## src/common/rvv_pkg.sv

```systemverilog
package rvv_pkg;

    localparam int data_w     = 64;            // datapath width, equal to VLEN
    localparam int dw_b       = data_w / 8;    // bytes per register
    localparam int num_vec    = 32;
    localparam int reg_addr_w = 5;
    localparam int xlen       = 32;            // scalar side width

    // major opcodes
    localparam logic [6:0] opc_store = 7'h27;
    localparam logic [6:0] opc_opv   = 7'h57;

    // minor opcodes, OP-V funct3
    localparam logic [2:0] f3_ivv = 3'd0;
    localparam logic [2:0] f3_ivi = 3'd3;
    localparam logic [2:0] f3_ivx = 3'd4;
    localparam logic [2:0] f3_cfg = 3'd7;

    // integer funct6 codes kept from the full OPI table
    localparam logic [5:0] f6_add = 6'b000000;
    localparam logic [5:0] f6_sub = 6'b000010;
    localparam logic [5:0] f6_and = 6'b001001;
    localparam logic [5:0] f6_or  = 6'b001010;
    localparam logic [5:0] f6_xor = 6'b001011;

    // operand a source
    localparam logic [1:0] form_vv = 2'd0;
    localparam logic [1:0] form_vi = 2'd1;
    localparam logic [1:0] form_vx = 2'd2;

    typedef enum logic [1:0] {e8, e16, e32, e64} sew_e;

    typedef enum logic [2:0] {alu_add, alu_sub, alu_and, alu_or, alu_xor} alu_op_e;

    typedef enum logic [1:0] {k_none, k_alu, k_store, k_cfg} insn_kind_e;

    // one fetched word, read through the view that opcode/funct3 pick
    typedef union packed {
        struct packed {
            logic [5:0] funct6;
            logic       vm;
            logic [4:0] vs2;
            logic [4:0] src1;      // vs1, rs1 or simm5
            logic [2:0] funct3;
            logic [4:0] vd;
            logic [6:0] opcode;
        } arith_v;
        struct packed {
            logic [2:0] nf;
            logic       mew;
            logic [1:0] mop;
            logic       vm;
            logic [4:0] sumop;
            logic [4:0] rs1;       // base address register
            logic [2:0] width;
            logic [4:0] vs3;
            logic [6:0] opcode;
        } store_v;
        struct packed {
            logic        top;       // 0 selects vsetvli
            logic [10:0] vtypei;
            logic [4:0]  rs1;
            logic [2:0]  funct3;
            logic [4:0]  rd;
            logic [6:0]  opcode;
        } cfg_v;
    } insn_u;

    typedef struct packed {
        insn_kind_e kind;
        alu_op_e    alu_op;
        logic [1:0] form;
        logic [4:0] vd;
        logic [4:0] vs1;
        logic [4:0] vs2;
        logic [4:0] vs3;
        logic [4:0] imm;
        sew_e       sew;            // vsetvli target sew
        logic       rd_nz;
        logic       rs1_nz;
    } decoded_t;

    typedef struct packed {
        logic                  valid;
        alu_op_e               op;
        sew_e                  sew;
        logic [reg_addr_w-1:0] vd;
        logic [data_w-1:0]     a;
        logic [data_w-1:0]     b;   // always vs2
        logic [dw_b-1:0]       be;  // tail byte enable
    } alu_req_t;

    typedef struct packed {
        logic                  valid;
        logic [reg_addr_w-1:0] addr;
        logic [data_w-1:0]     data;
        logic [dw_b-1:0]       be;
    } wb_t;

    typedef struct packed {
        logic [xlen-1:0]   addr;
        logic [data_w-1:0] data;
        logic [dw_b-1:0]   be;
    } store_t;

endpackage
```

## src/logic/cfg_unit.sv

```systemverilog
`timescale 1ns/100ps

module cfg_unit (
    input  logic                     clk,
    input  logic                     rst_n,
    input  logic                     cfg_we,
    input  rvv_pkg::decoded_t        dec,
    input  logic [rvv_pkg::xlen-1:0] avl,
    output rvv_pkg::sew_e            sew,
    output logic [rvv_pkg::xlen-1:0] vl,
    output logic [rvv_pkg::dw_b-1:0] tail_be
);
    import rvv_pkg::*;

    logic [xlen-1:0] vlmax;   // elements per register at the new sew

    assign vlmax = xlen'(dw_b) >> dec.sew;

    always_ff @(posedge clk) begin
        if (!rst_n) begin
            sew <= e8;
            vl  <= '0;
        end else if (cfg_we) begin
            sew <= dec.sew;
            if (dec.rs1_nz)
                vl <= (avl < vlmax) ? avl : vlmax;
            else if (dec.rd_nz)
                vl <= vlmax;      // rs1 = x0, rd != x0 asks for vlmax
        end
    end

    // byte i belongs to element i >> sew
    always_comb begin
        for (int i = 0; i < dw_b; i++)
            tail_be[i] = xlen'(i >> sew) < vl;
    end

    vl_max_a: assert property (@(posedge clk) disable iff (!rst_n)
        vl <= xlen'(dw_b)) else $error("vl beyond one register");

endmodule

```

## config.mk

```make
export PLATFORM = sky130hd
export DESIGN_NAME = cfg_unit
export DESIGN_NICKNAME = d
export VERILOG_FILES = /design/src/common/rvv_pkg.sv /design/src/logic/cfg_unit.sv
export SDC_FILE = /design/constraint.sdc
export NUM_CORES = 1
export LEC_CHECK = 0
export ABC_CLOCK_PERIOD_IN_PS = 1900
export BUFFER_PORTS_ARGS = -buffer_cell sky130_fd_sc_hd__buf_2
export CELL_PAD_IN_SITES_DETAIL_PLACEMENT = 1
export CELL_PAD_IN_SITES_GLOBAL_PLACEMENT = 2
export CORE_MARGIN = 3
export CORE_UTILIZATION = 19
export DETAILED_ROUTE_END_ITERATION = 8
export PLACE_DENSITY_LB_ADDON = 0.12
export SKIP_CTS_REPAIR_TIMING = 1
export SYNTH_ARGS = -nofsm -noshare
export SYNTH_HDL_FRONTEND = slang
export SYNTH_SLANG_ARGS = --single-unit
```

## constraint.sdc

```tcl
create_clock -name clk -period 1.9 [get_ports clk]
set_clock_uncertainty 0.15 [all_clocks]
set_input_delay 0.095 -clock clk [delete_from_list [all_inputs] [get_ports clk]]
set_output_delay 0.095 -clock clk [all_outputs]
set_load 0.02 [all_outputs]
```

==> implementation parameters <==
Parameter                              Value

Global routing
  Global-route total usage across every layer    about a tenth
  GR met3 Demand/Resource    3.37%
  Global routing usage on met1    approximately an eighth
  Pin count of the biggest net entering global routing    29
  First-pass GRT wire length    slightly below 8 mm
  Layer with the highest usage    met2
  Via count of the first global-routing pass    approximately 1,500
  Grt total ovfl    0
  Met2 Resource Use GR    between 15 and 20%
  Antenna violations before repair    0

Timing
  Achievable Freq    approximately 0.5 GHz
  Max-slew violation total from the final report    0
  Worst-Margin Slew    between 400 and 500 ps
  Normalized max-slew margin    approximately 69%
  RSZ-0062 raised after global routing    yes
  Minimum period implied by the final worst setup slack    around 2000 ps
  Setup slack of the critical path after layout    -92.4 ps
  Part of the cycle the worst path needs    105%
  Final Hold Viols    0
  Number of endpoints failing setup at the final stage    8

Finish
  Finished Cell Area    approximately 2400 um2
  Post-route insts no fill    354
  Fraction of final layout cells sized beyond drive strength 1    50.4%
  Seq. cell area    a little under 700 um2
  Number of antenna repair diodes    0
  Multi-input gate area in the final layout    972 um2
  Final Core Density    a little under a third
  Final net count    ~330
  Area growth from synthesis to layout    52.1%
  Fill cell instance count of the final layout    between 900 and 1,000

Hold path
  Hold path startpoint    cfg_we
  Path category of the worst min-delay check    in -> reg
  Hold Crit Depth    3

Clocking
  CTS buffer count    5
  Number of H-tree levels    2
  Buffer type at the clock tree root    sky130_fd_sc_hd__clkbuf_8
  TritonCTS clock tree    built
  Clock latency of the later-clocked register in the worst-skew pair    between 200 and 300 ps
  Clock edge transition at the registers on the reported setup and hold paths    70 ps
  CTS max path bufs    2
  CTS sink cnt    34

Flow run
  Max-cap violations    0

Critical path
  Crit-path max FO    4
  Critical Setup Path Class    reg -> out
  Element type at the critical path end    output port
  Startpoint class of the critical path    flop
  Logic depth of the worst register-to-register path    4
  CP peak stage delay    340 ps
  Arrival time worst endpoint    between 1500 and 2000 ps
  Worst reg2reg path startpoint    vl[0]
  Cell with the largest stage delay on the worst path    sky130_fd_sc_hd__dfxtp_2
  Crit path cell chain    nor4_4, nand4_1, nor4_4, buf_4, o211ai_1, buf_4
  Critical path data required time    between 1500 and 2000 ps
  CP Launch Point    vl[16]

Synth
  Yosys warnings    0
  Proportion of synthesized area in mux cells    a little under a tenth
  Yosys top cell by area    sky130_fd_sc_hd__dfxtp_1
  Synth Flop Type    sky130_fd_sc_hd__dfxtp_1
  Netlist Area Pre-Place    1580 um2
  Largest family of logic cells by synthesized area    simple AND/OR/NAND/NOR gates
  Net count after synthesis    ~240
  Xor/xnor share of the synthesized area    0%
  Number of distinct library cells after synthesis    27
  Seq/Total Area, Yosys    between 40 and 50%
  Proportion of synthesized flip-flops having asynchronous set or reset    0%
  Number of flip-flops and latches in the synthesized netlist    34
  Leading post-synthesis cells by cell area    sky130_fd_sc_hd__dfxtp_1, sky130_fd_sc_hd__and2_1, sky130_fd_sc_hd__ha_1
  Mapped Avg Cell Area    about 9.9 um2
  Arithmetic-cell share of the synthesized area counting full adders, half adders and majority gates    under 10%
  Cells after synthesis    160
  Area fraction in compound gates after synthesis    roughly 8.6%
  Post-synth EDFFs    0
  Simple-Gate Fraction of Synth Area    27.2%
  Yosys top cell area share    a little over two fifths

Place
  Detailed placement HPWL    3.83 mm
  Count of input and output buffers    80
  Worst setup timing slack at the placement stage    -257 ps
  Number of placed instances, taps included    about 350
  Final weighted congestion in routability-driven placement    approximately 0.7
  Area after detailed placement    2150 um2

Routing
  Routed wirelength normalized by instance count    roughly 14 um
  Pre-antenna DRT Iters    4
  Aggregate routed wire length    just under 5 mm
  Vias per std cell    between 4 and 5
  First DRT Iteration DRCs    30
  Antenna-violating nets left    0
  # DRC    0
  Routed vias    about 1,500

Die
  Number of top-level pins    roughly 110
  Die Y    97.2 um
  Number of placement rows    32
  Core Area    slightly below 8000 um2
  Die width    97.2 um
  Initial core utilization    around a fifth
  Die footprint    about 9400 um2

Power
  Portion of total power attributed to sequential cells    a little under half
  Worst vdd rail ir drop    between 300 and 400 uV
  Share of power burned in combinational logic    18.2%
  Switching share of power    27.5%
  Areal power density over the cells    about 660 nW/um2
  Clock network fraction of total power    between 30% and 40%
  Static Leak    roughly 1.2 nW
  Design internal power    roughly 1.1 mW
  P_sw    approximately 0.43 mW

Run status
  Status    complete, but fails checks
  Failing checks    negative setup slack
[final cells by class]
class	instances	area share, %
Multi-Input combinational cell	113	40.4
Sequential cell	34	28.7
Timing Repair Buffer	89	20.4
Tap cell	102	5.31
Clock buffer	6	3.44
Inverter	8	1.25
Clock inverter	2	0.521
[logic make-up (layout without fill, tap and decap cells)]
| kind of cell | Yosys count | count (layout) |
|---|---|---|
| AOI/OAI and AO/OA | 19 | 19 |
| buffers and inverters | 13 | 105 |
| and+or+nand+nor | 69 | 69 |
| muxes | 14 | 14 |
| DFF | 34 | 34 |
| adders and majority gates | 11 | 11 |
[sequential cells by signal, indices dropped and copies added (netlist names)]
register / count
sew: 2
vl: 32
[Yosys cell counts, types with 3 or more instances]
| library cell | number |
|---|---|
| sky130_fd_sc_hd__mux2i_1 | 10 |
| sky130_fd_sc_hd__nor4_2 | 3 |
| sky130_fd_sc_hd__ha_1 | 11 |
| sky130_fd_sc_hd__dfxtp_1 | 34 |
| sky130_fd_sc_hd__nor4_1 | 11 |
| sky130_fd_sc_hd__nand4_1 | 3 |
| sky130_fd_sc_hd__nand2_1 | 11 |
| sky130_fd_sc_hd__clkbuf_1 | 3 |
| sky130_fd_sc_hd__inv_1 | 8 |
| sky130_fd_sc_hd__mux2_2 | 4 |
| sky130_fd_sc_hd__a21boi_0 | 3 |
| sky130_fd_sc_hd__and2_1 | 28 |
| sky130_fd_sc_hd__nor2b_1 | 5 |
| sky130_fd_sc_hd__o21ai_0 | 8 |
[worst max-delay path, delay by kind of cell (launching register included)]
kind / cells / cell delay [ps]
buffers and inverters: 2 / 330
and+or+nand+nor: 3 / 710
AOI/OAI and AO/OA: 1 / 80
DFF: 1 / 340
[per-layer routing]
layer  up-vias  wire, um
met4         0        61
met2        52      2180
li1        740         -
met1       683      2290
met5         -         0
met3         4       291
[per-stage QoR]
step                      hold slack [ps]  setup TNS (ps)  total power [mW]
after floorplan                       114               0             0.894
after global placement                310            -604              1.01
after detailed placement              294            -941              1.01
after CTS                            6.25           -1710              1.59
after global routing                 15.8           -1640              1.67
final                                8.57            -553              1.58
[final timing paths]
| kind | slack, ps | to |
|---|---|---|
| hold / removal | 9 | sew[1] |
| setup / recovery | -90 | tail_be[1] |
| setup reg to reg | 760 | vl[0] |
| hold reg to reg | 350 | vl[26] |
[placed cells by master (no fill, tap or decap), types with 2 or more instances in the layout]
cell and n:
sky130_fd_sc_hd__nor4_2 5, sky130_fd_sc_hd__a21oi_1 2, sky130_fd_sc_hd__mux2_2 4, sky130_fd_sc_hd__nand2b_1 2, sky130_fd_sc_hd__nor4_4 6, sky130_fd_sc_hd__nand2_1 11
sky130_fd_sc_hd__o21ai_1 5, sky130_fd_sc_hd__dfxtp_2 7, sky130_fd_sc_hd__clkbuf_8 6, sky130_fd_sc_hd__inv_1 8, sky130_fd_sc_hd__buf_6 3, sky130_fd_sc_hd__buf_2 76
sky130_fd_sc_hd__buf_4 10, sky130_fd_sc_hd__o21ai_0 2, sky130_fd_sc_hd__ha_1 10, sky130_fd_sc_hd__nor4_1 3, sky130_fd_sc_hd__o21a_1 2, sky130_fd_sc_hd__mux2i_1 10
sky130_fd_sc_hd__and2_1 28, sky130_fd_sc_hd__nand4_1 3, sky130_fd_sc_hd__a21boi_0 2, sky130_fd_sc_hd__nor2b_1 5, sky130_fd_sc_hd__dfxtp_1 27
[power groups by stage]
stage,clock [mW],sequential (mW),combinational [mW]
2_1_floorplan,0,0.748,0.147
3_3_place_gp,0,0.741,0.273
3_5_place_dp,0,0.740,0.274
4_1_cts,0.590,0.724,0.275
5_1_grt,0.622,0.726,0.321
6_report,0.564,0.725,0.287
Power figures use the tool's default switching activity.
