File: config.mk
export PLATFORM = sky130hd
export DESIGN_NAME = issue_ctrl
export DESIGN_NICKNAME = d
export VERILOG_FILES = /design/src/common/rvv_pkg.sv /design/src/logic/issue_ctrl.sv
export SDC_FILE = /design/constraint.sdc
export NUM_CORES = 1
export LEC_CHECK = 0
export ABC_CLOCK_PERIOD_IN_PS = 22400
export BUFFER_PORTS_ARGS = -buffer_cell sky130_fd_sc_hd__buf_2
export CAP_MARGIN = 40
export CELL_PAD_IN_SITES_DETAIL_PLACEMENT = 0
export CELL_PAD_IN_SITES_GLOBAL_PLACEMENT = 1
export CORE_AREA = 2 2 267 269
export CTS_CLUSTER_SIZE = 25
export DETAILED_ROUTE_END_ITERATION = 8
export DIE_AREA = 0 0 269 271
export PLACE_DENSITY = 0.39
export SKIP_CTS_REPAIR_TIMING = 1
export SYNTH_ARGS = -nofsm -noshare
export SYNTH_HDL_FRONTEND = slang
export SYNTH_SLANG_ARGS = --single-unit
File: constraint.sdc
create_clock -name clk -period 22.4 [get_ports clk]
set_input_delay 4.48 -clock clk [delete_from_list [all_inputs] [get_ports clk]]
set_output_delay 4.48 -clock clk [all_outputs]
set_load 0.05 [all_outputs]
File: src/common/rvv_pkg.sv
package rvv_pkg;

    localparam int data_w     = 64;            // datapath width, equal to VLEN
    localparam int dw_b       = data_w / 8;    // bytes per register
    localparam int num_vec    = 32;
    localparam int reg_addr_w = 5;
    localparam int xlen       = 32;            // scalar side width

    // major opcodes
    localparam logic [6:0] opc_store = 7'h27;
    localparam logic [6:0] opc_opv   = 7'h57;

    // minor opcodes, OP-V funct3
    localparam logic [2:0] f3_ivv = 3'd0;
    localparam logic [2:0] f3_ivi = 3'd3;
    localparam logic [2:0] f3_ivx = 3'd4;
    localparam logic [2:0] f3_cfg = 3'd7;

    // integer funct6 codes kept from the full OPI table
    localparam logic [5:0] f6_add = 6'b000000;
    localparam logic [5:0] f6_sub = 6'b000010;
    localparam logic [5:0] f6_and = 6'b001001;
    localparam logic [5:0] f6_or  = 6'b001010;
    localparam logic [5:0] f6_xor = 6'b001011;

    // operand a source
    localparam logic [1:0] form_vv = 2'd0;
    localparam logic [1:0] form_vi = 2'd1;
    localparam logic [1:0] form_vx = 2'd2;

    typedef enum logic [1:0] {e8, e16, e32, e64} sew_e;

    typedef enum logic [2:0] {alu_add, alu_sub, alu_and, alu_or, alu_xor} alu_op_e;

    typedef enum logic [1:0] {k_none, k_alu, k_store, k_cfg} insn_kind_e;

    // one fetched word, read through the view that opcode/funct3 pick
    typedef union packed {
        struct packed {
            logic [5:0] funct6;
            logic       vm;
            logic [4:0] vs2;
            logic [4:0] src1;      // vs1, rs1 or simm5
            logic [2:0] funct3;
            logic [4:0] vd;
            logic [6:0] opcode;
        } arith_v;
        struct packed {
            logic [2:0] nf;
            logic       mew;
            logic [1:0] mop;
            logic       vm;
            logic [4:0] sumop;
            logic [4:0] rs1;       // base address register
            logic [2:0] width;
            logic [4:0] vs3;
            logic [6:0] opcode;
        } store_v;
        struct packed {
            logic        top;       // 0 selects vsetvli
            logic [10:0] vtypei;
            logic [4:0]  rs1;
            logic [2:0]  funct3;
            logic [4:0]  rd;
            logic [6:0]  opcode;
        } cfg_v;
    } insn_u;

    typedef struct packed {
        insn_kind_e kind;
        alu_op_e    alu_op;
        logic [1:0] form;
        logic [4:0] vd;
        logic [4:0] vs1;
        logic [4:0] vs2;
        logic [4:0] vs3;
        logic [4:0] imm;
        sew_e       sew;            // vsetvli target sew
        logic       rd_nz;
        logic       rs1_nz;
    } decoded_t;

    typedef struct packed {
        logic                  valid;
        alu_op_e               op;
        sew_e                  sew;
        logic [reg_addr_w-1:0] vd;
        logic [data_w-1:0]     a;
        logic [data_w-1:0]     b;   // always vs2
        logic [dw_b-1:0]       be;  // tail byte enable
    } alu_req_t;

    typedef struct packed {
        logic                  valid;
        logic [reg_addr_w-1:0] addr;
        logic [data_w-1:0]     data;
        logic [dw_b-1:0]       be;
    } wb_t;

    typedef struct packed {
        logic [xlen-1:0]   addr;
        logic [data_w-1:0] data;
        logic [dw_b-1:0]   be;
    } store_t;

endpackage
File: src/logic/issue_ctrl.sv
`timescale 1ns/100ps

module issue_ctrl (
    input  logic                            clk,
    input  logic                            rst_n,
    input  rvv_pkg::insn_u                  insn_in,
    input  logic                            insn_valid,
    input  logic [rvv_pkg::xlen-1:0]        scalar_in,
    output logic                            proc_rdy,
    output rvv_pkg::insn_u                  fetch_insn,
    input  rvv_pkg::decoded_t               dec,
    output logic [rvv_pkg::reg_addr_w-1:0]  rd_addr_1,
    output logic [rvv_pkg::reg_addr_w-1:0]  rd_addr_2,
    input  logic [rvv_pkg::data_w-1:0]      rd_data_1,
    input  logic [rvv_pkg::data_w-1:0]      rd_data_2,
    input  rvv_pkg::sew_e                   sew,
    input  logic [rvv_pkg::dw_b-1:0]        tail_be,
    output logic                            cfg_we,
    output rvv_pkg::decoded_t               cfg_dec,
    output logic [rvv_pkg::xlen-1:0]        cfg_avl,
    output rvv_pkg::alu_req_t               alu_req,
    input  rvv_pkg::wb_t                    wb,
    output logic                            mem_valid,
    output rvv_pkg::store_t                 mem_out,
    output logic                            scalar_valid
);
    import rvv_pkg::*;

    logic               fetch_vld;
    logic [xlen-1:0]    fetch_scalar;   // rs1 value held with the word
    logic [num_vec-1:0] pending;        // vd of an alu op still in flight
    logic [num_vec-1:0] set_vec;
    logic [num_vec-1:0] clr_vec;
    logic               use_vs1;
    logic               use_vs2;
    logic               use_vs3;
    logic               stall;
    logic               issue;

    assign use_vs1 = dec.kind == k_alu && dec.form == form_vv;
    assign use_vs2 = dec.kind == k_alu;    // also marks vd as written
    assign use_vs3 = dec.kind == k_store;

    // raw and waw on the scoreboard; stores also keep mem_valid a single pulse
    assign stall = fetch_vld && ((use_vs1 && pending[dec.vs1]) ||
                                 (use_vs2 && (pending[dec.vs2] || pending[dec.vd])) ||
                                 (use_vs3 && (pending[dec.vs3] || mem_valid)));
    assign issue    = fetch_vld && !stall;
    assign proc_rdy = !fetch_vld || issue;

    always_ff @(posedge clk) begin
        if (!rst_n) begin
            fetch_vld <= 1'b0;
        end else if (proc_rdy) begin
            fetch_vld <= insn_valid;
        end
    end

    always_ff @(posedge clk) begin
        if (proc_rdy && insn_valid) begin
            fetch_insn   <= insn_in;
            fetch_scalar <= scalar_in;
        end
    end

    // scoreboard, set on alu issue and cleared by writeback
    assign set_vec = (issue && use_vs2) ? (num_vec'(1) << dec.vd) : '0;
    assign clr_vec = wb.valid ? (num_vec'(1) << wb.addr) : '0;

    always_ff @(posedge clk) begin
        if (!rst_n) begin
            pending <= '0;
        end else begin
            pending <= (pending & ~clr_vec) | set_vec;
        end
    end

    assign rd_addr_1 = use_vs3 ? dec.vs3 : dec.vs1;    // store data shares port 1
    assign rd_addr_2 = dec.vs2;

    always_comb begin
        alu_req.valid = issue && use_vs2;
        alu_req.op    = dec.alu_op;
        alu_req.sew   = sew;
        alu_req.vd    = dec.vd;
        alu_req.a     = rd_data_1;    // replaced by the splat for vx/vi
        alu_req.b     = rd_data_2;
        alu_req.be    = tail_be;
    end

    assign cfg_we  = issue && dec.kind == k_cfg;
    assign cfg_dec = dec;
    assign cfg_avl = fetch_scalar;    // avl for vsetvli, scalar operand for vx

    always_ff @(posedge clk) begin
        if (!rst_n) begin
            mem_valid    <= 1'b0;
            scalar_valid <= 1'b0;
        end else begin
            mem_valid    <= issue && use_vs3;
            scalar_valid <= cfg_we;   // vl is already updated by then
        end
    end

    always_ff @(posedge clk) begin
        if (issue && use_vs3)
            mem_out <= '{addr: fetch_scalar, data: rd_data_1, be: tail_be};
    end

    // writeback must land on a register the scoreboard still tracks
    wb_pending_a: assert property (@(posedge clk) disable iff (!rst_n)
        wb.valid |-> pending[wb.addr]) else $error("writeback to idle register");

    mem_pulse_a: assert property (@(posedge clk) disable iff (!rst_n)
        mem_valid |=> !mem_valid) else $error("mem_valid held two cycles");

endmodule

==> impl_metrics.tcl <==
set metrics [dict create \
    start_util_pct 13.1 \
    remaining_drc_errors 0 \
    grtUsageMet3_pct 3.39 \
    rows 97 \
    worst_slack_ns 10.54 \
    via_per_inst 3.33 \
    report.final.slew_viol_count 0 \
    area_growth_syn_to_layout_pct 31.0 \
    leakage_nw 4.65 \
    drtIter0Drc 276 \
    post_dp_cell_area_mm2 0.0112 \
    required_ns 17.92 \
    synth.avg_cell_area_um2 14.5 \
    cts.sinks 203 \
    maxSlewHeadroom_pct 45.5 \
    drt_pass1_iterations 5 \
    hold_viol_final 0 \
    setup-tns-final_ns 0 \
    cts_made_buffers 25 \
    dieHeight_um 271 \
    worstSetupPathType "input pin to output port" \
    multiInputGateArea_mm2 0.00190 \
    antenna_found_initial 24 \
    busiest_layer "met2" \
    fin_crit_sh_pct 52.9 \
    hold_class "flop to flop" \
    grt.met2_usage_pct 17.0 \
    synth_ff_type "edfxtp_1" \
    synthArstFlopShare_pct 0 \
    finalSetupViolCount 0 \
    min_period_ns 11.86 \
    grt.total_usage_pct 9.16 \
    final_area_mm2 0.0120 \
    cts_root_buf "clkbuf_16" \
    met1_usage_pct 9.46 \
    switching_share_pct 28.7 \
    ys_seq_area_share_pct 62.7 \
    grt_pass1_vias 6198 \
    final_cell_mix "452 x buf_2, 168 x edfxtp_1, 35 x dfxtp_1, 30 x nand3_1, 27 x o31ai_1" \
    fmax_mhz 84.3 \
    io_buffers 452 \
    syn_nets 951 \
    ys_ff_latch 203 \
    coreArea_mm2 0.0698 \
    syn_area_mm2 0.00917 \
    nets 1227 \
    vias 6217 \
    status "finished, final reports clean" \
    synthCells 632 \
    internal-power_uw 704 \
    path_max_fanout 25 \
    cts_tree "yes" \
    ant_nets 0 \
    htreeDepth 1 \
    hpwl_mm 29.2 \
    end_kind "output port" \
    clkTransAtPathRegs_ns 0.06 \
    clock_path_buffers 3 \
    io_pins 684 \
    p_clk_share_pct 41.9 \
    finalWeightedCongestion 0.740 \
    vdd_drop_max_v 0.0000446 \
    grt_max_degree 65 \
    seqPwrFrac_pct 43.2 \
    pre_cts_ws_ns 10.40 \
    wl_per_cell_um 19.1 \
    layout-drive-gt1-share_pct 56.6 \
    ff_latch_area_mm2 0.00575 \
    grt_pass1_wl_mm 47.4 \
    final_common_cell "buf_2" \
    synth_edf_count 168 \
    ys_warn_count 0 \
    cap_violations 0 \
    rsz0062_at_grt "no" \
    arrival_ns 7.38 \
    cp-start-kind "input pin" \
    fillerInstances 7719 \
    drt-total-wl_mm 35.7 \
    die_w_um 269 \
    dieArea_mm2 0.0729 \
    overflow 0 \
    tightest_slew_ns 0.816 \
    ys_types 43 \
    clock_latency_ns 0.54 \
    p_comb_share_pct 14.9 \
    power_switching_uw 283 \
    p_per_area_mw_per_mm2 82.1 \
    fin_skew_ns 0.0126 \
]
[layer usage]
layer,vias to the layer above,routed length (µm),part of all wire (%)
li1,2748,-,-
met1,3040,12900,36
met2,334,18400,51
met3,79,3480,9.7
met4,16,877,2.5
met5,-,101,0.28
[layout make-up]
cell class | instances | area share [%]
clock inverters | 16 | 1.57
well taps | 940 | 9.79
inverters | 6 | 0.187
diodes | 2 | 0.0417
flip-flops and latches | 203 | 47.8
multi-input cells | 216 | 15.8
repair buffers | 456 | 19.4
clock buffers | 29 | 5.33
[synth_stat cells, types with 4 or more instances]
library cell,n,area [µm²]
buf_4,187,1400
inv_1,6,22.5
dfxtp_1,35,701
mux4_2,24,541
nand2_1,25,93.8
mux2i_1,18,180
buf_2,4,20.0
o41ai_1,4,35.0
nor2b_1,8,50.1
o311ai_0,4,35.0
o211ai_1,14,105
mux2_2,4,45.0
nand3_1,30,150
edfxtp_1,168,5040
o31ai_1,27,203
nand4_1,4,25.0
nand2b_1,7,43.8
mux4_1,4,105
clkbuf_1,12,45.0
nor2_1,14,52.6
[path summary, 6_finish.rpt]
check	from	to	slack (ns)	depth (start not counted)
worst min-delay path	cfg_avl[18]$_DFFE_PP_	mem_out[90]$_DFFE_PP_	0.44	0
worst min register to register	cfg_avl[18]$_DFFE_PP_	mem_out[90]$_DFFE_PP_	0.44	0
worst max register to register	pending[7]$_SDFF_PN0_	fetch_insn[28]$_DFFE_PP_	19.33	8
worst max-delay path	dec[24]	alu_req[146]	10.54	8
[logic make-up after synthesis]
| group | after synthesis | share of synthesized area [%] |
|---|---|---|
| flip-flops | 203 | 62.7 |
| AND/OR/NAND/NOR | 103 | 5.83 |
| AO/OA/AOI/OAI | 63 | 5.34 |
| buffers and inverters | 213 | 16.7 |
| multiplexers | 50 | 9.50 |
[registers in the layout, indices dropped and copies added, names as in the netlist]
signal / cells
pending: 32
mem_valid: 1
scalar_valid: 1
fetch_insn: 32
mem_out: 104
cfg_avl: 32
fetch_vld: 1
[worst max-delay path: stages]
cell	delay [ns]
buf_2	0.41
mux4_2	0.57
a221oi_1	0.32
nand3_1	0.13
o211ai_1	0.21
nand4_2	0.71
inv_1	0.22
buf_2	0.29
[power groups by stage]
stage / Combinational, mW / Sequential [mW] / Clock [mW]
3_3_place_gp: 0.149 / 0.435 / 0
2_1_floorplan: 0.111 / 0.473 / 0
6_report: 0.147 / 0.427 / 0.413
5_1_grt: 0.155 / 0.428 / 0.444
3_5_place_dp: 0.150 / 0.435 / 0
4_1_cts: 0.150 / 0.427 / 0.432
[per-stage QoR]
step | utilization (%) | instances | hold slack (ns) | total power, mW
final | 17.2 | 1868 | 0.440 | 0.987
after global routing | 17.2 | 1868 | 0.454 | 1.03
after CTS | 17.2 | 1866 | 0.441 | 1.01
after detailed placement | 16.0 | 1821 | 0.427 | 0.585
after floorplan | - | 632 | 0.474 | 0.584
after global placement | 15.9 | 1819 | 0.428 | 0.584
(Power assumes the default switching activity.)
