File: config.mk
export PLATFORM = sky130hd
export DESIGN_NAME = simd_alu
export DESIGN_NICKNAME = d
export VERILOG_FILES = /design/src/common/rvv_pkg.sv /design/src/valu/simd_alu.sv
export SDC_FILE = /design/constraint.sdc
export NUM_CORES = 1
export LEC_CHECK = 0
export ABC_AREA = 1
export BUFFER_PORTS_ARGS = -buffer_cell sky130_fd_sc_hd__buf_2
export CORE_AREA = 10 10 289 291
export CTS_CLUSTER_DIAMETER = 80
export CTS_CLUSTER_SIZE = 28
export DETAILED_ROUTE_END_ITERATION = 8
export DIE_AREA = 0 0 299 301
export PLACE_DENSITY_LB_ADDON = 0.05
export SYNTH_ARGS = -nofsm -noshare
export SYNTH_HDL_FRONTEND = slang
export SYNTH_SLANG_ARGS = --single-unit
File: constraint.sdc
create_clock -name clk -period 5.5 [get_ports clk]
set_input_delay 0.55 -clock clk [delete_from_list [all_inputs] [get_ports clk]]
set_output_delay 0.55 -clock clk [all_outputs]
set_load 0.02 [all_outputs]
File: src/common/rvv_pkg.sv
package rvv_pkg;

    localparam int data_w     = 64;            // datapath width, equal to VLEN
    localparam int dw_b       = data_w / 8;    // bytes per register
    localparam int num_vec    = 32;
    localparam int reg_addr_w = 5;
    localparam int xlen       = 32;            // scalar side width

    // major opcodes
    localparam logic [6:0] opc_store = 7'h27;
    localparam logic [6:0] opc_opv   = 7'h57;

    // minor opcodes, OP-V funct3
    localparam logic [2:0] f3_ivv = 3'd0;
    localparam logic [2:0] f3_ivi = 3'd3;
    localparam logic [2:0] f3_ivx = 3'd4;
    localparam logic [2:0] f3_cfg = 3'd7;

    // integer funct6 codes kept from the full OPI table
    localparam logic [5:0] f6_add = 6'b000000;
    localparam logic [5:0] f6_sub = 6'b000010;
    localparam logic [5:0] f6_and = 6'b001001;
    localparam logic [5:0] f6_or  = 6'b001010;
    localparam logic [5:0] f6_xor = 6'b001011;

    // operand a source
    localparam logic [1:0] form_vv = 2'd0;
    localparam logic [1:0] form_vi = 2'd1;
    localparam logic [1:0] form_vx = 2'd2;

    typedef enum logic [1:0] {e8, e16, e32, e64} sew_e;

    typedef enum logic [2:0] {alu_add, alu_sub, alu_and, alu_or, alu_xor} alu_op_e;

    typedef enum logic [1:0] {k_none, k_alu, k_store, k_cfg} insn_kind_e;

    // one fetched word, read through the view that opcode/funct3 pick
    typedef union packed {
        struct packed {
            logic [5:0] funct6;
            logic       vm;
            logic [4:0] vs2;
            logic [4:0] src1;      // vs1, rs1 or simm5
            logic [2:0] funct3;
            logic [4:0] vd;
            logic [6:0] opcode;
        } arith_v;
        struct packed {
            logic [2:0] nf;
            logic       mew;
            logic [1:0] mop;
            logic       vm;
            logic [4:0] sumop;
            logic [4:0] rs1;       // base address register
            logic [2:0] width;
            logic [4:0] vs3;
            logic [6:0] opcode;
        } store_v;
        struct packed {
            logic        top;       // 0 selects vsetvli
            logic [10:0] vtypei;
            logic [4:0]  rs1;
            logic [2:0]  funct3;
            logic [4:0]  rd;
            logic [6:0]  opcode;
        } cfg_v;
    } insn_u;

    typedef struct packed {
        insn_kind_e kind;
        alu_op_e    alu_op;
        logic [1:0] form;
        logic [4:0] vd;
        logic [4:0] vs1;
        logic [4:0] vs2;
        logic [4:0] vs3;
        logic [4:0] imm;
        sew_e       sew;            // vsetvli target sew
        logic       rd_nz;
        logic       rs1_nz;
    } decoded_t;

    typedef struct packed {
        logic                  valid;
        alu_op_e               op;
        sew_e                  sew;
        logic [reg_addr_w-1:0] vd;
        logic [data_w-1:0]     a;
        logic [data_w-1:0]     b;   // always vs2
        logic [dw_b-1:0]       be;  // tail byte enable
    } alu_req_t;

    typedef struct packed {
        logic                  valid;
        logic [reg_addr_w-1:0] addr;
        logic [data_w-1:0]     data;
        logic [dw_b-1:0]       be;
    } wb_t;

    typedef struct packed {
        logic [xlen-1:0]   addr;
        logic [data_w-1:0] data;
        logic [dw_b-1:0]   be;
    } store_t;

endpackage
File: src/valu/simd_alu.sv
`timescale 1ns/100ps

module simd_alu (
    input  logic              clk,
    input  logic              rst_n,
    input  rvv_pkg::alu_req_t req,
    output rvv_pkg::wb_t      wb
);
    import rvv_pkg::*;

    logic [data_w-1:0] arith [4];   // add/sub result for each sew
    logic [data_w-1:0] result;

    // lanes at 8, 16, 32 and 64 bits; carries stop at lane edges
    for (genvar s = 0; s < 4; s++) begin : g_sew
        localparam int ew = 8 << s;
        for (genvar e = 0; e < data_w / ew; e++) begin : g_lane
            assign arith[s][e*ew +: ew] = (req.op == alu_sub)
                                        ? req.b[e*ew +: ew] - req.a[e*ew +: ew]  // vs2 - a
                                        : req.b[e*ew +: ew] + req.a[e*ew +: ew];
        end
    end

    always_comb begin
        case (req.op)
            alu_and: result = req.b & req.a;   // bitwise ops ignore sew
            alu_or:  result = req.b | req.a;
            alu_xor: result = req.b ^ req.a;
            default: result = arith[req.sew];
        endcase
    end

    always_ff @(posedge clk) begin
        wb <= '{valid: req.valid, addr: req.vd, data: result, be: req.be};
        if (!rst_n)
            wb.valid <= 1'b0;
    end

    wb_follow_a: assert property (@(posedge clk) disable iff (!rst_n)
        wb.valid == $past(req.valid)) else $error("writeback out of step with request");

endmodule

==> impl_metrics.ini, run 1 <==
[floorplan]
row_count = 102
io_pins = 227
floorplan.die_area_um2 = 90000
die_w_um = 299
core_um2 = 77300
die_h_um = 301
start_util_pct = 24.9

[clock_tree]
clk_path_buf_depth = 2
holdBufCountCts = 0
cts_tree = built
h-tree-depth = 3
clkTransAtPathRegs_ns = 0.09
postCtsResizedCells = 0
clock_sinks = 78
post-cts-setup-buffers = 0
cts_inserted_buffers = 9
root_buffer = clkbuf_16

[yosys]
synth_top_area_share_pct = 18.8
synth_nets = 3802
avgSynthCellArea_um2 = 5.75
syn-instance-count = 3357
synth_edf_count = 0
ys_seq_area_share_pct = 8.09
ys_warn_count = 0
netlist_area_um2 = 19300
synthTopCellsByArea = nand2_1, ha_1, inv_1
ys_types = 58
ys_ff_latch = 78
yosysMostFrequentCell = nand2_1
async_flop_share_pct = 0
ys.flop_type = dfxtp_1
synthTopCellsByCount = nand2_1, inv_1, nor2_1, ha_1, a21oi_1
yosysTopAreaCell = nand2_1

[setup_path]
worstPathArrival_ns = 4.80
cp_slowest_stage_delay_ns = 0.84
cp.required_ns = 5.77
critPathTopFamily = simple AND/OR/NAND/NOR gates
worst_path_most_repeated_cell = nand2_1
cp_max_fo = 6
critPathLaunchType = input port
cpMaxStageDelayCell = nor4_1
criticalPathCategory = input port to flip-flop
cp-end-kind = flip-flop
crit_buf_inv = 4
crit_chain = buf_2 -> inv_1 -> ha_1 -> inv_1 -> nor4_1 -> buf_4 -> nand4_1 -> nand2_1 -> nand2_1 -> xor2_1 -> ha_1 -> a21oi_1 -> o21ai_0 -> a21oi_1 -> nor2_1 -> nor2_1 -> nand2_1 -> nor2_1 -> nor2_1 -> nand2_1 -> nand3_1 -> nand2_1 -> nand2_1

[power_and_ir_drop]
switchingPower_mw = 2.23
power_frac_seq_pct = 17.2
fin_total_pwr_mw = 4.14
p_leak_nw = 12.1
combPwrFrac_pct = 62.9
p_clk_share_pct = 19.9
irDropWorstVdd_mv = 0.158
cellPowerDensity_nw_per_um2 = 188
internal_power_mw = 1.91
switching_share_pct = 54.0

[cells_and_area]
finalInstanceArea_um2 = 22000
layout-area-overhead-vs-synth_pct = 14.1
drive_gt1_share_pct = 10.0
diodes = 0
final_cells = 4607
largest_reg_flops = 78
nets = 4007
largest_register = wb
fill_cells = 9071
reg.largest.list = wb: 78 flops

[timing]
setup_viol = 0
whs_ns = 0.244
fmax_mhz = 221
fin_tns_setup_ns = 0
hold_viol = 0
rsz0062_at_grt = false
finalCritPeriodShare_pct = 82.4
min_period_ns = 4.53
worstMarginPinSlew_ns = 1.02
slew_violations = 0
slew_headroom_pct = 31.6

[grt]
grt_util_all_layers_pct = 22.6
grt_max_degree = 79
grt_pass1_vias = 22200
grt_pass1_wl_um = 152000
grt-ovfl-total = 0
grt_antenna_before_repair = 6

[routing]
ant_nets = 0
wl_per_cell_um = 22.8
drt_iter0_markers = 1622
via_count = 22200
drt_wl_total_um = 105000
drc = 0
firstDrtPassIters = 5
viasPerCell = 4.82

[place]
dp_hpwl_um = 88700
placed_cell_area_um2 = 21700
place_inst = 4591
place.gp.congestion = 0.941
portBuffers = 226

[flow_run]
max_cap_violations = 0

[status]
status = finished clean

[worst_hold_path]
hold_path.class = input port to flip-flop
power by group through the flow:
| stage | Sequential, mW | Clock (mW) | Combinational [mW] |
|---|---|---|---|
| floorplan | 0.838 | 0 | 1.46 |
| global placement | 0.726 | 0 | 2.61 |
| detailed placement | 0.724 | 0 | 2.58 |
| CTS | 0.714 | 0.860 | 2.60 |
| global route | 0.720 | 0.861 | 2.88 |
| finish | 0.712 | 0.824 | 2.60 |
per-layer routing:
layer  wire length, um  track usage [%]  vias up
met5                34                0        -
met4              1720             4.25        4
met3              4540             2.37       81
met2             46300             36.5      564
met1             52600             32.1    10400
li1                  -                -    11100
path summary, 6_finish.rpt:
path,cells after the start,start,to
max,23,req[120],wb[71]
min,1,req[3],wb[3]
layout make-up:
cell class | instances | area [um^2] | share of cell area (%)
multi-input cells | 2632 | 15200 | 69.2
inverters | 585 | 2200 | 9.98
flip-flops and latches | 78 | 1560 | 7.09
repair buffers | 256 | 1380 | 6.27
well taps | 1040 | 1300 | 5.91
clock buffers | 10 | 229 | 1.04
clock inverters | 6 | 109 | 0.494
kinds of logic after synthesis:
| family | synth area share, % |
|---|---|
| adder cells (fa/ha/maj) | 19.5 |
| flip-flops | 8.09 |
| buffers and inverters | 13.0 |
| AO/OA/AOI/OAI | 16.9 |
| AND/OR/NAND/NOR | 34.3 |
| XOR/XNOR | 8.22 |
placed cells by master, fill, tap and decap left out, types with 8 or more instances in the layout:
master	instances
a211oi_1	14
a21o_1	10
a21oi_1	234
a221oi_1	37
a31oi_1	12
buf_2	226
buf_4	28
clkbuf_16	9
dfxtp_1	78
fa_1	8
ha_1	288
inv_1	565
inv_2	15
nand2_1	966
nand2_2	14
nand3_1	167
nand3b_1	19
nand4_1	18
nor2_1	312
nor2_2	16
nor3_1	36
nor3_2	9
o2111ai_1	8
o211ai_1	13
o21ai_0	165
o21ai_1	11
o21bai_1	18
o31ai_1	10
or2_2	10
xnor2_1	25
xor2_1	156
per-stage QoR:
step           worst slack, ns  util [%]
2_1_floorplan             2.14         -
3_3_place_gp             0.604      28.0
3_5_place_dp             0.630      28.0
4_1_cts                   1.07      28.5
5_1_grt                  0.764      28.5
6_report                 0.967      28.5
No activity file was read; power rests on OpenSTA's default activity.
==> inputs of run 2 (changes only) <==
clock period = 3.9 ns   (was 5.5 ns; I/O delays follow)
==> run 2 against run 1 <==
Against the previous run: via count grew 8.5%; non-clock buffer count grew 582; sequential power grew 43%; cell area grew 22%; largest cell class unchanged.
==> impl_metrics.ini, run 2 (same netlist as run 1, synthesis figures left out) <==
[grt]
busiest_layer = met2
use_met2_pct = 38.4
met3_usage_pct = 2.52
grt-ovfl-total = 0
gr-usage-met1_pct = 35.0
grt_pass1_vias = 23600
grt_util_all_layers_pct = 24.1
grt_max_degree = 65
grt_antenna_before_repair = 6
grt_pass1_wl_um = 162000

[timing]
slew_violations = 0
fmax_mhz = 265
fin_tns_setup_ns = 0
rsz0062_at_grt = true
min_period_ns = 3.77
slew_headroom_pct = 40.7
hold_viol = 0
worstMarginPinSlew_ns = 0.889
setup_viol = 0
whs_ns = 0.0867
finalCritPeriodShare_pct = 96.7
setup_ws_ns = 0.130

[routing]
firstDrtPassIters = 5
drt_iter0_markers = 1709
ant_nets = 0
wl_per_cell_um = 21.6
viasPerCell = 4.64
drt_wl_total_um = 112000
via_count = 24100
drc = 0

[clock_tree]
clk_path_buf_depth = 2
cts_tree = built
holdBufCountCts = 0
clock_sinks = 78
cts_inserted_buffers = 9
clkTransAtPathRegs_ns = 0.08
root_buffer = clkbuf_16
h-tree-depth = 3

[setup_path]
critPathLaunchType = input port
cp-end-kind = flip-flop
worstPathArrival_ns = 4.10
criticalPathCategory = input port to flip-flop
cp.required_ns = 4.23
cp_max_fo = 4

[cells_and_area]
final_cell_mix = nand2_1, buf_4, inv_1
final_cells = 5189
finalInstanceArea_um2 = 26900
drive_gt1_share_pct = 24.6
largest_reg_flops = 78
diodes = 0
final_util_pct = 34.7
final_common_cell = nand2_1
largest_register = wb
fill_cells = 8936
nets = 4589
reg.largest.list = wb: 78 flops
layout-area-overhead-vs-synth_pct = 39.2

[power_and_ir_drop]
fin_total_pwr_mw = 6.66
cellPowerDensity_nw_per_um2 = 248
irDropWorstVdd_mv = 0.240
p_leak_nw = 15.0

[floorplan]
die_w_um = 299
io_pins = 227
die_h_um = 301
row_count = 102
start_util_pct = 24.9
core_um2 = 77300
floorplan.die_area_um2 = 90000

[worst_hold_path]
hold_path.class = input port to flip-flop

[status]
status = finished clean

[flow_run]
max_cap_violations = 0

[place]
pre_cts_slack_ns = -0.491
portBuffers = 226
placed_cell_area_um2 = 26100
place.gp.congestion = 0.957
dp_hpwl_um = 95500
place_inst = 5168
==> run 2: changes by cell type in the layout (fill, tap and decap cells not counted), sizes merged <==
cell,before,now
buf,256,838
clkinv,7,5
clkinvlp,0,2
==> run 2: final cells by class <==
cell class                      count  area (um^2)  share of cell area [%]
Multi-Input combinational cell   2632        15600                    58.1
Timing Repair Buffer              838         5870                    21.8
Clock buffer                       10          229                   0.853
Clock inverter                      6          110                   0.410
Inverter                          585         2200                    8.18
Tap cell                         1040         1300                    4.85
Sequential cell                    78         1560                    5.81
==> run 2: worst max-delay path, stage by stage <==
cell	delay (ns)
buf_2	0.11
inv_2	0.08
ha_2	0.18
nand3_1	0.11
nor2_2	0.16
nand3_2	0.13
nor2_4	0.16
a21oi_4	0.11
a21oi_2	0.16
buf_6	0.15
inv_2	0.05
a21oi_4	0.17
o21ai_4	0.12
xor2_1	0.16
ha_1	0.37
a21oi_2	0.21
o21ai_0	0.20
nor2_1	0.19
nand2_1	0.07
a21oi_1	0.21
nand2_1	0.08
nand2_1	0.06
nand3_1	0.15
nand2_1	0.11
nand2_1	0.05
a21oi_1	0.14
==> run 2: worst paths after layout <==
check | start | endpoint | depth (start not counted)
setup / recovery | req[72] | wb[65] | 26
hold / removal | req[138] | wb[74] | 1
==> run 2: per-layer routing <==
metal  wire [um]  share of wire [%]
met1       56700                 51
met2       49200                 44
met3        4580                4.1
met4        1390                1.2
met5          54              0.048
==> run 2: where the power goes <==
group | total (mW) | internal [mW] | switching (mW)
logic | 4.46 | 1.73 | 2.73
registers | 1.02 | 0.941 | 0.0763
clock network | 1.18 | 0.629 | 0.546
total | 6.66 | 3.31 | 3.35
==> run 2: what timing repair did <==
item | 4_1_cts | 5_1_grt
resized for setup | 4 | 96
buffers inserted | 0 | 5
pin swaps | 0 | 18
setup endpoints to repair | 3 | 35
