File: src/common/rvv_pkg.sv
package rvv_pkg;

    localparam int data_w     = 64;            // datapath width, equal to VLEN
    localparam int dw_b       = data_w / 8;    // bytes per register
    localparam int num_vec    = 32;
    localparam int reg_addr_w = 5;
    localparam int xlen       = 32;            // scalar side width

    // major opcodes
    localparam logic [6:0] opc_store = 7'h27;
    localparam logic [6:0] opc_opv   = 7'h57;

    // minor opcodes, OP-V funct3
    localparam logic [2:0] f3_ivv = 3'd0;
    localparam logic [2:0] f3_ivi = 3'd3;
    localparam logic [2:0] f3_ivx = 3'd4;
    localparam logic [2:0] f3_cfg = 3'd7;

    // integer funct6 codes kept from the full OPI table
    localparam logic [5:0] f6_add = 6'b000000;
    localparam logic [5:0] f6_sub = 6'b000010;
    localparam logic [5:0] f6_and = 6'b001001;
    localparam logic [5:0] f6_or  = 6'b001010;
    localparam logic [5:0] f6_xor = 6'b001011;

    // operand a source
    localparam logic [1:0] form_vv = 2'd0;
    localparam logic [1:0] form_vi = 2'd1;
    localparam logic [1:0] form_vx = 2'd2;

    typedef enum logic [1:0] {e8, e16, e32, e64} sew_e;

    typedef enum logic [2:0] {alu_add, alu_sub, alu_and, alu_or, alu_xor} alu_op_e;

    typedef enum logic [1:0] {k_none, k_alu, k_store, k_cfg} insn_kind_e;

    // one fetched word, read through the view that opcode/funct3 pick
    typedef union packed {
        struct packed {
            logic [5:0] funct6;
            logic       vm;
            logic [4:0] vs2;
            logic [4:0] src1;      // vs1, rs1 or simm5
            logic [2:0] funct3;
            logic [4:0] vd;
            logic [6:0] opcode;
        } arith_v;
        struct packed {
            logic [2:0] nf;
            logic       mew;
            logic [1:0] mop;
            logic       vm;
            logic [4:0] sumop;
            logic [4:0] rs1;       // base address register
            logic [2:0] width;
            logic [4:0] vs3;
            logic [6:0] opcode;
        } store_v;
        struct packed {
            logic        top;       // 0 selects vsetvli
            logic [10:0] vtypei;
            logic [4:0]  rs1;
            logic [2:0]  funct3;
            logic [4:0]  rd;
            logic [6:0]  opcode;
        } cfg_v;
    } insn_u;

    typedef struct packed {
        insn_kind_e kind;
        alu_op_e    alu_op;
        logic [1:0] form;
        logic [4:0] vd;
        logic [4:0] vs1;
        logic [4:0] vs2;
        logic [4:0] vs3;
        logic [4:0] imm;
        sew_e       sew;            // vsetvli target sew
        logic       rd_nz;
        logic       rs1_nz;
    } decoded_t;

    typedef struct packed {
        logic                  valid;
        alu_op_e               op;
        sew_e                  sew;
        logic [reg_addr_w-1:0] vd;
        logic [data_w-1:0]     a;
        logic [data_w-1:0]     b;   // always vs2
        logic [dw_b-1:0]       be;  // tail byte enable
    } alu_req_t;

    typedef struct packed {
        logic                  valid;
        logic [reg_addr_w-1:0] addr;
        logic [data_w-1:0]     data;
        logic [dw_b-1:0]       be;
    } wb_t;

    typedef struct packed {
        logic [xlen-1:0]   addr;
        logic [data_w-1:0] data;
        logic [dw_b-1:0]   be;
    } store_t;

endpackage
File: src/logic/insn_decoder.sv
`timescale 1ns/100ps

module insn_decoder (
    input  rvv_pkg::insn_u    insn,
    output rvv_pkg::decoded_t dec
);
    import rvv_pkg::*;

    logic [2:0] f3;
    logic       op_ok;   // funct6 is one we implement

    assign f3 = insn.arith_v.funct3;

    always_comb begin
        dec        = '0;                        // kind none unless matched below
        dec.vd     = insn.arith_v.vd;
        dec.vs1    = insn.arith_v.src1;
        dec.vs2    = insn.arith_v.vs2;
        dec.vs3    = insn.store_v.vs3;
        dec.imm    = insn.arith_v.src1;         // simm5 sits in the vs1 slot
        dec.sew    = sew_e'(insn.cfg_v.vtypei[4:3]);   // vsew, low two bits
        dec.rd_nz  = |insn.cfg_v.rd;
        dec.rs1_nz = |insn.cfg_v.rs1;

        op_ok = 1'b1;
        case (insn.arith_v.funct6)
            f6_add:  dec.alu_op = alu_add;
            f6_sub:  dec.alu_op = alu_sub;
            f6_and:  dec.alu_op = alu_and;
            f6_or:   dec.alu_op = alu_or;
            f6_xor:  dec.alu_op = alu_xor;
            default: op_ok = 1'b0;
        endcase

        case (f3)
            f3_ivi:  dec.form = form_vi;
            f3_ivx:  dec.form = form_vx;
            default: dec.form = form_vv;
        endcase

        if (insn.arith_v.opcode == opc_opv) begin
            if (f3 == f3_cfg) begin
                if (!insn.cfg_v.top)
                    dec.kind = k_cfg;           // vsetivli/vsetvl fall to none
            end else if ((f3 == f3_ivv || f3 == f3_ivi || f3 == f3_ivx) && op_ok) begin
                dec.kind = k_alu;               // float and mvv/mvx stay none
            end
        end else if (insn.store_v.opcode == opc_store) begin
            // unit stride only, plain or whole-register form
            if (insn.store_v.mop == 2'b00 && !insn.store_v.mew && insn.store_v.nf == 3'd0 &&
                (insn.store_v.sumop == 5'h00 || insn.store_v.sumop == 5'h08))
                dec.kind = k_store;
        end
    end

endmodule

File: config.mk
export PLATFORM = sky130hd
export DESIGN_NAME = insn_decoder
export DESIGN_NICKNAME = d
export VERILOG_FILES = /design/src/common/rvv_pkg.sv /design/src/logic/insn_decoder.sv
export SDC_FILE = /design/constraint.sdc
export NUM_CORES = 1
export LEC_CHECK = 0
export BUFFER_PORTS_ARGS = -buffer_cell sky130_fd_sc_hd__buf_2
export CAP_MARGIN = 25
export CORE_MARGIN = 2
export CORE_UTILIZATION = 29
export DETAILED_ROUTE_END_ITERATION = 10
export GPL_TIMING_DRIVEN = 0
export PLACE_DENSITY = 0.92
export SETUP_SLACK_MARGIN = 0.2
export SLEW_MARGIN = 20
export SYNTH_ARGS = -nofsm -noshare
export SYNTH_HDL_FRONTEND = slang
export SYNTH_SLANG_ARGS = --single-unit
File: constraint.sdc
create_clock -name vclk -period 1.27
set_clock_uncertainty 0.15 [all_clocks]
set_input_delay 0.254 -clock vclk [all_inputs]
set_output_delay 0.254 -clock vclk [all_outputs]
set_load 0.01 [all_outputs]
==> qor.csv, run 1 <==
stage;metric;value;unit
run_status;status;complete, but fails checks;
run_status;violations;setup timing;
synth;ys_top_cells_by_area;buf_4 (51%), nor2_1 (6.6%), nand2_1 (4.7%);
cells_and_area;final_common_cell;buf_2;
detailed_routing;via_count;631;
synth;synth_area;398;um2
sta;worst_slack;-0.203;ns
die;start_util;31.0;%
die;die_w;41.0;um
sta;clock.fmax;679;MHz
placement;dp_hpwl;1150;um
die;top_level_ports;68;
pwr;leakage;0.540;nW
sta;fin_crit_sh;116;%
die;core_region_area;1280;um2
synth;yosys_warnings;0;
synth;avgSynthCellArea;6.63;um2
global_routing;grt_max_degree;7;
global_routing;gr-usage-all-layers;14.9;%
placement;pre_cts_ws;-0.230;ns
job;cap_violations;0;
pwr;ir_worst_vdd;0.185;mV
worst_setup_path;cp_max_fo;5;
placement;placed_cells;141;
detailed_routing;wl_per_cell;10.6;um
synth;synth.yosys.seq_area_share;0;%
worst_setup_path;slowest_delay;0.27;ns
die;rows;13;
sta;rsz0062_at_grt;yes;
global_routing;grt_overflow;0;
worst_setup_path;crit_family;simple AND/OR/NAND/NOR gates;
worst_setup_path;required;0.87;ns
cts;cts_hold_buf;0;
detailed_routing;dr.pass1.iters;4;
placement;gp_congestion;0.651;
pwr;p_per_area;312;nW/um2
sta;fin_tns_setup;-0.833;ns
sta;finalHoldViolCount;0;
sta;setup_viol_count_final;5;
global_routing;grt_pass1_wl;1770;um
worst_setup_path;cp_cell_sequence;buf_8 > nor4b_4 > nand4_1 > a21oi_2 > buf_2;
cells_and_area;final_cell_mix;buf_2 (51), buf_4 (30), buf_6 (11);
worst_setup_path;critical_path_class;input pin to primary output;
detailed_routing;drc_errors;0;
synth;yosysTopAreaCellShare;50.9;%
synth;synth.largest_area_cell;buf_4;
cells_and_area;area_delta_synth_final;146;%
min_path;hold_class;input pin to primary output;
sta;relSlewSlack;86.4;%
cells_and_area;final_cells;144;
sta;worst_pin_slew;0.202;ns
detailed_routing;drt-total-wl;1520;um
worst_setup_path;crit_buf_inv;2;
global_routing;antenna_found_initial;0;
worst_setup_path;setup.worst_path.start_class;input pin;
worst_setup_path;arrival;1.07;ns
sta;slew_violations;0;
synth;synth_fp_nets;92;
detailed_routing;ant_nets;0;
cells_and_area;seq_cell_count;0;
sta;period_minus_slack;1.47;ns
cells_and_area;nNetsFinal;163;
worst_setup_path;slowest_stage;nor4b_4;
placement;io_buffers;66;
detailed_routing;drt_iter0_markers;10;
synth;syn_inst;60;
global_routing;grt_pass1_vias;463;
synth;ys_types;20;
cells_and_area;num-clock-buffers;0;
cells_and_area;drive_gt1_share;86.8;%
detailed_routing;avgViaCountPerCell;4.38;
cells_and_area;regArea;0;um2
worst_setup_path;cp-end-kind;primary output;
die;fp.dieH;41.0;um
cells_and_area;diodes;0;
die;die_area;1680;um2
cells_and_area;fillers;97;
[Yosys cell counts]
cell,n
nor2b_1,1
a22oi_1,1
buf_4,27
nor3_1,3
nand2_1,5
nor3b_1,1
nand2b_1,2
nor4_1,1
inv_1,1
and3_1,1
xor2_1,1
nor3_2,1
nand4b_1,1
a21oi_1,2
nor3b_2,1
a31oi_1,1
nand3b_1,1
nor2_1,7
nor4b_2,1
nand4_1,1
[cell families (layout without fill, tap and decap cells)]
family                 Yosys count  after routing  share of synthesized area (%)
AO/OA/AOI/OAI                    4              4                           5.98
XOR/XNOR                         1              1                           2.20
buffers and inverters           28             97                           51.9
AND/OR/NAND/NOR                 27             27                           39.9
[power by group]
group / leakage [nW] / internal, mW / switching [mW] / total [mW]
clock: 0 / 0 / 0 / 0
sequential: 0 / 0 / 0 / 0
combinational: 0.540 / 0.181 / 0.124 / 0.305
total: 0.540 / 0.181 / 0.124 / 0.305
[cell type report]
type	instances	area [um2]	share of cell area, %
Buffer	27	206	21.1
Inverter	1	3.75	0.384
Multi-Input combinational cell	32	292	29.8
Tap cell	15	18.8	1.92
Timing Repair Buffer	69	458	46.8
[repair_timing]
item / CTS / global route
hold endpoints to repair: 0 / 0
resized for setup: 18 / 24
endpoints found under the setup margin: 8 / 9
pin swaps: 13 / 10
buffers inserted: 2 / 1
[through the flow]
step | instance area [um2] | hold slack, ns | power [mW] | utilization [%]
floorplan | 418 | 0.389 | 0.119 | -
global placement | 767 | 0.542 | 0.229 | 59.7
detailed placement | 767 | 0.545 | 0.235 | 59.7
CTS | 868 | 0.545 | 0.266 | 67.6
global route | 978 | 0.553 | 0.331 | 76.1
finish | 978 | 0.543 | 0.305 | 76.1
[layer usage]
| layer | vias up | wire, um | global-route usage [%] |
|---|---|---|---|
| met1 | 261 | 502 | 16.9 |
| met3 | 0 | 249 | 0.543 |
| met4 | 0 | 0 | 0 |
| li1 | 313 | - | - |
| met2 | 57 | 770 | 31.3 |
| met5 | - | 0 | 0 |
[path summary, 6_finish.rpt]
| path | from | to | slack (ns) | cells after the start |
|---|---|---|---|---|
| worst max-delay path | insn[29] | dec[35] | -0.20 | 5 |
| worst min-delay path | insn[23] | dec[17] | 0.54 | 2 |
Power figures use the tool's default switching activity.
==> inputs of run 2 (changes only) <==
clock period = 1.6 ns   (was 1.27 ns; I/O delays follow)
==> run 2 against run 1 <==
The flow now finishes without violations; critical path depth grew 1; non-clock buffer count decreased by 2; global-route usage fell by 2.6 points; worst hold slack gained 0.13 ns; combinational power down 30%; largest power group unchanged.
==> qor.csv, run 2 (synthesis results as in run 1) <==
stage;metric;value;unit;change
sta;relSlewSlack;87.8;%;+1.4 points
worst_setup_path;critical_path_class;input pin to primary output;;
cells_and_area;final_cell_mix;buf_2 (56), buf_4 (30), buf_6 (7);;
cells_and_area;final_common_cell;buf_2;;
worst_setup_path;cp_max_fo;4;;-1
worst_setup_path;setup.worst_path.start_class;input pin;;
global_routing;antenna_found_initial;0;;unchanged
pwr;p_per_area;244;nW/um2;-22%
worst_setup_path;worstSetupStartpoint;insn[14];;
placement;dp_hpwl;1120;um;-2.9%
sta;clock.fmax;653;MHz;
sta;slew_violations;0;;unchanged
worst_setup_path;arrival;1.06;ns;about the same
sta;setup_viol_count_final;0;;-5
global_routing;grt_overflow;0;;unchanged
worst_setup_path;slowest_delay;0.15;ns;-0.12 ns
cts;cts_hold_buf;0;;unchanged
cells_and_area;nNetsFinal;161;;-1.2%
global_routing;grt_pass1_wl;1480;um;-16%
detailed_routing;dr_wl_met2;698;um;-9.4%
die;top_level_ports;68;;unchanged
detailed_routing;wl_per_cell;9.20;um;-13%
cells_and_area;regArea;0;um2;unchanged
detailed_routing;drt-total-wl;1310;um;-14%
worst_setup_path;cp_cell_sequence;buf_8 > nand2b_4 > a22oi_2 > a31oi_1 > nor3_2 > buf_2;;
sta;worst_pin_slew;0.181;ns;-0.0211 ns
cells_and_area;drive_gt1_share;81.9;%;-4.9 points
die;die_area;1680;um2;unchanged
die;rows;13;;unchanged
worst_setup_path;cp-end-kind;primary output;;
worst_setup_path;required;1.13;ns;+0.26 ns
job;cap_violations;0;;unchanged
detailed_routing;avgViaCountPerCell;4.33;;-1.2%
worst_setup_path;slowest_stage;a22oi_2;;
cells_and_area;diodes;0;;unchanged
global_routing;gr-usage-all-layers;12.3;%;-2.6 points
die;die_w;41.0;um;unchanged
sta;fin_crit_sh;95.7;%;
pwr;power;0.213;mW;-30%
placement;gp_congestion;0.678;;+4.1%
cells_and_area;fillers;105;;+8.2%
global_routing;grt_pass1_vias;399;;-14%
cells_and_area;seq_cell_count;0;;unchanged
pwr;leakage;0.504;nW;-6.6%
detailed_routing;drt_iter0_markers;0;;-10
cells_and_area;num-clock-buffers;0;;unchanged
pwr;ir_worst_vdd;0.121;mV;-35%
detailed_routing;route.met3.wl;195;um;-22%
die;start_util;31.0;%;unchanged
run_status;status;finished clean;;
detailed_routing;dr.pass1.iters;1;;-3
sta;hold-worst-slack;0.674;ns;+0.130 ns
placement;io_buffers;66;;unchanged
min_path;hold_class;input pin to primary output;;
die;core_region_area;1280;um2;unchanged
min_path;min_from;insn[23];;
die;fp.dieH;41.0;um;unchanged
detailed_routing;via_count;615;;-2.5%
detailed_routing;highest-signal-layer;met3;;
detailed_routing;ant_nets;0;;unchanged
detailed_routing;drc_errors;0;;unchanged
detailed_routing;wl_met1;412;um;-18%
sta;rsz0062_at_grt;yes;;
cells_and_area;area_delta_synth_final;119;%;
global_routing;grt_max_degree;7;;unchanged
sta;period_minus_slack;1.53;ns;
sta;finalHoldViolCount;0;;unchanged
## run 2: cell count changes in the layout (fill, tap and decap cells not counted), sizes merged
cell / before / now
buf: 96 / 94
## run 2: worst paths after layout
path | endpoint | slack [ns] | cells after the start
worst max-delay path | dec[34] | 0.07 | 6
worst min-delay path | dec[2] | 0.67 | 2
## run 2: area by class of cell
cell class                 count  area, um2  area share (%)
inverter                       1       3.75           0.430
multi-input combinational     32        251            28.8
tap                           15       18.8            2.15
buffer                        27        203            23.2
timing repair buffer          67        397            45.4
## run 2: layer usage
metal / global-route usage [%] / vias up
met4: 0 / 0
met1: 13.7 / 264
met3: 0.543 / 0
li1: - / 310
met5: 0 / -
met2: 26.2 / 41
## run 2: power by group
| part | internal, mW | leakage [nW] | switching (mW) |
|---|---|---|---|
| Sequential | 0 | 0 | 0 |
| Clock | 0 | 0 | 0 |
| Combinational | 0.126 | 0.504 | 0.0864 |
## run 2: per-stage QoR
step / area, um2 / setup slack, ns / utilization [%] / setup TNS, ns / cells
2_1_floorplan: 403 / 0.228 / - / 0 / 60
3_3_place_gp: 752 / -0.000325 / 58.5 / -0.000325 / 141
3_5_place_dp: 752 / -0.0245 / 58.5 / -0.0314 / 141
4_1_cts: 853 / 0.0116 / 66.4 / 0 / 142
5_1_grt: 873 / -0.0261 / 68.0 / -0.0370 / 142
6_report: 873 / 0.0685 / 68.0 / 0 / 142
## run 2: critical path, delay by kind of cell
family,cells,cell delay (ns)
buffers and inverters,2,0.25
AND/OR/NAND/NOR,2,0.23
AO/OA/AOI/OAI,2,0.26
## run 2: what timing repair did
action | 4_1_cts | 5_1_grt
resized for setup | 20 | 4
pin swaps | 10 | 5
setup endpoints to repair | 5 | 5
setup buffers | 1 | 0
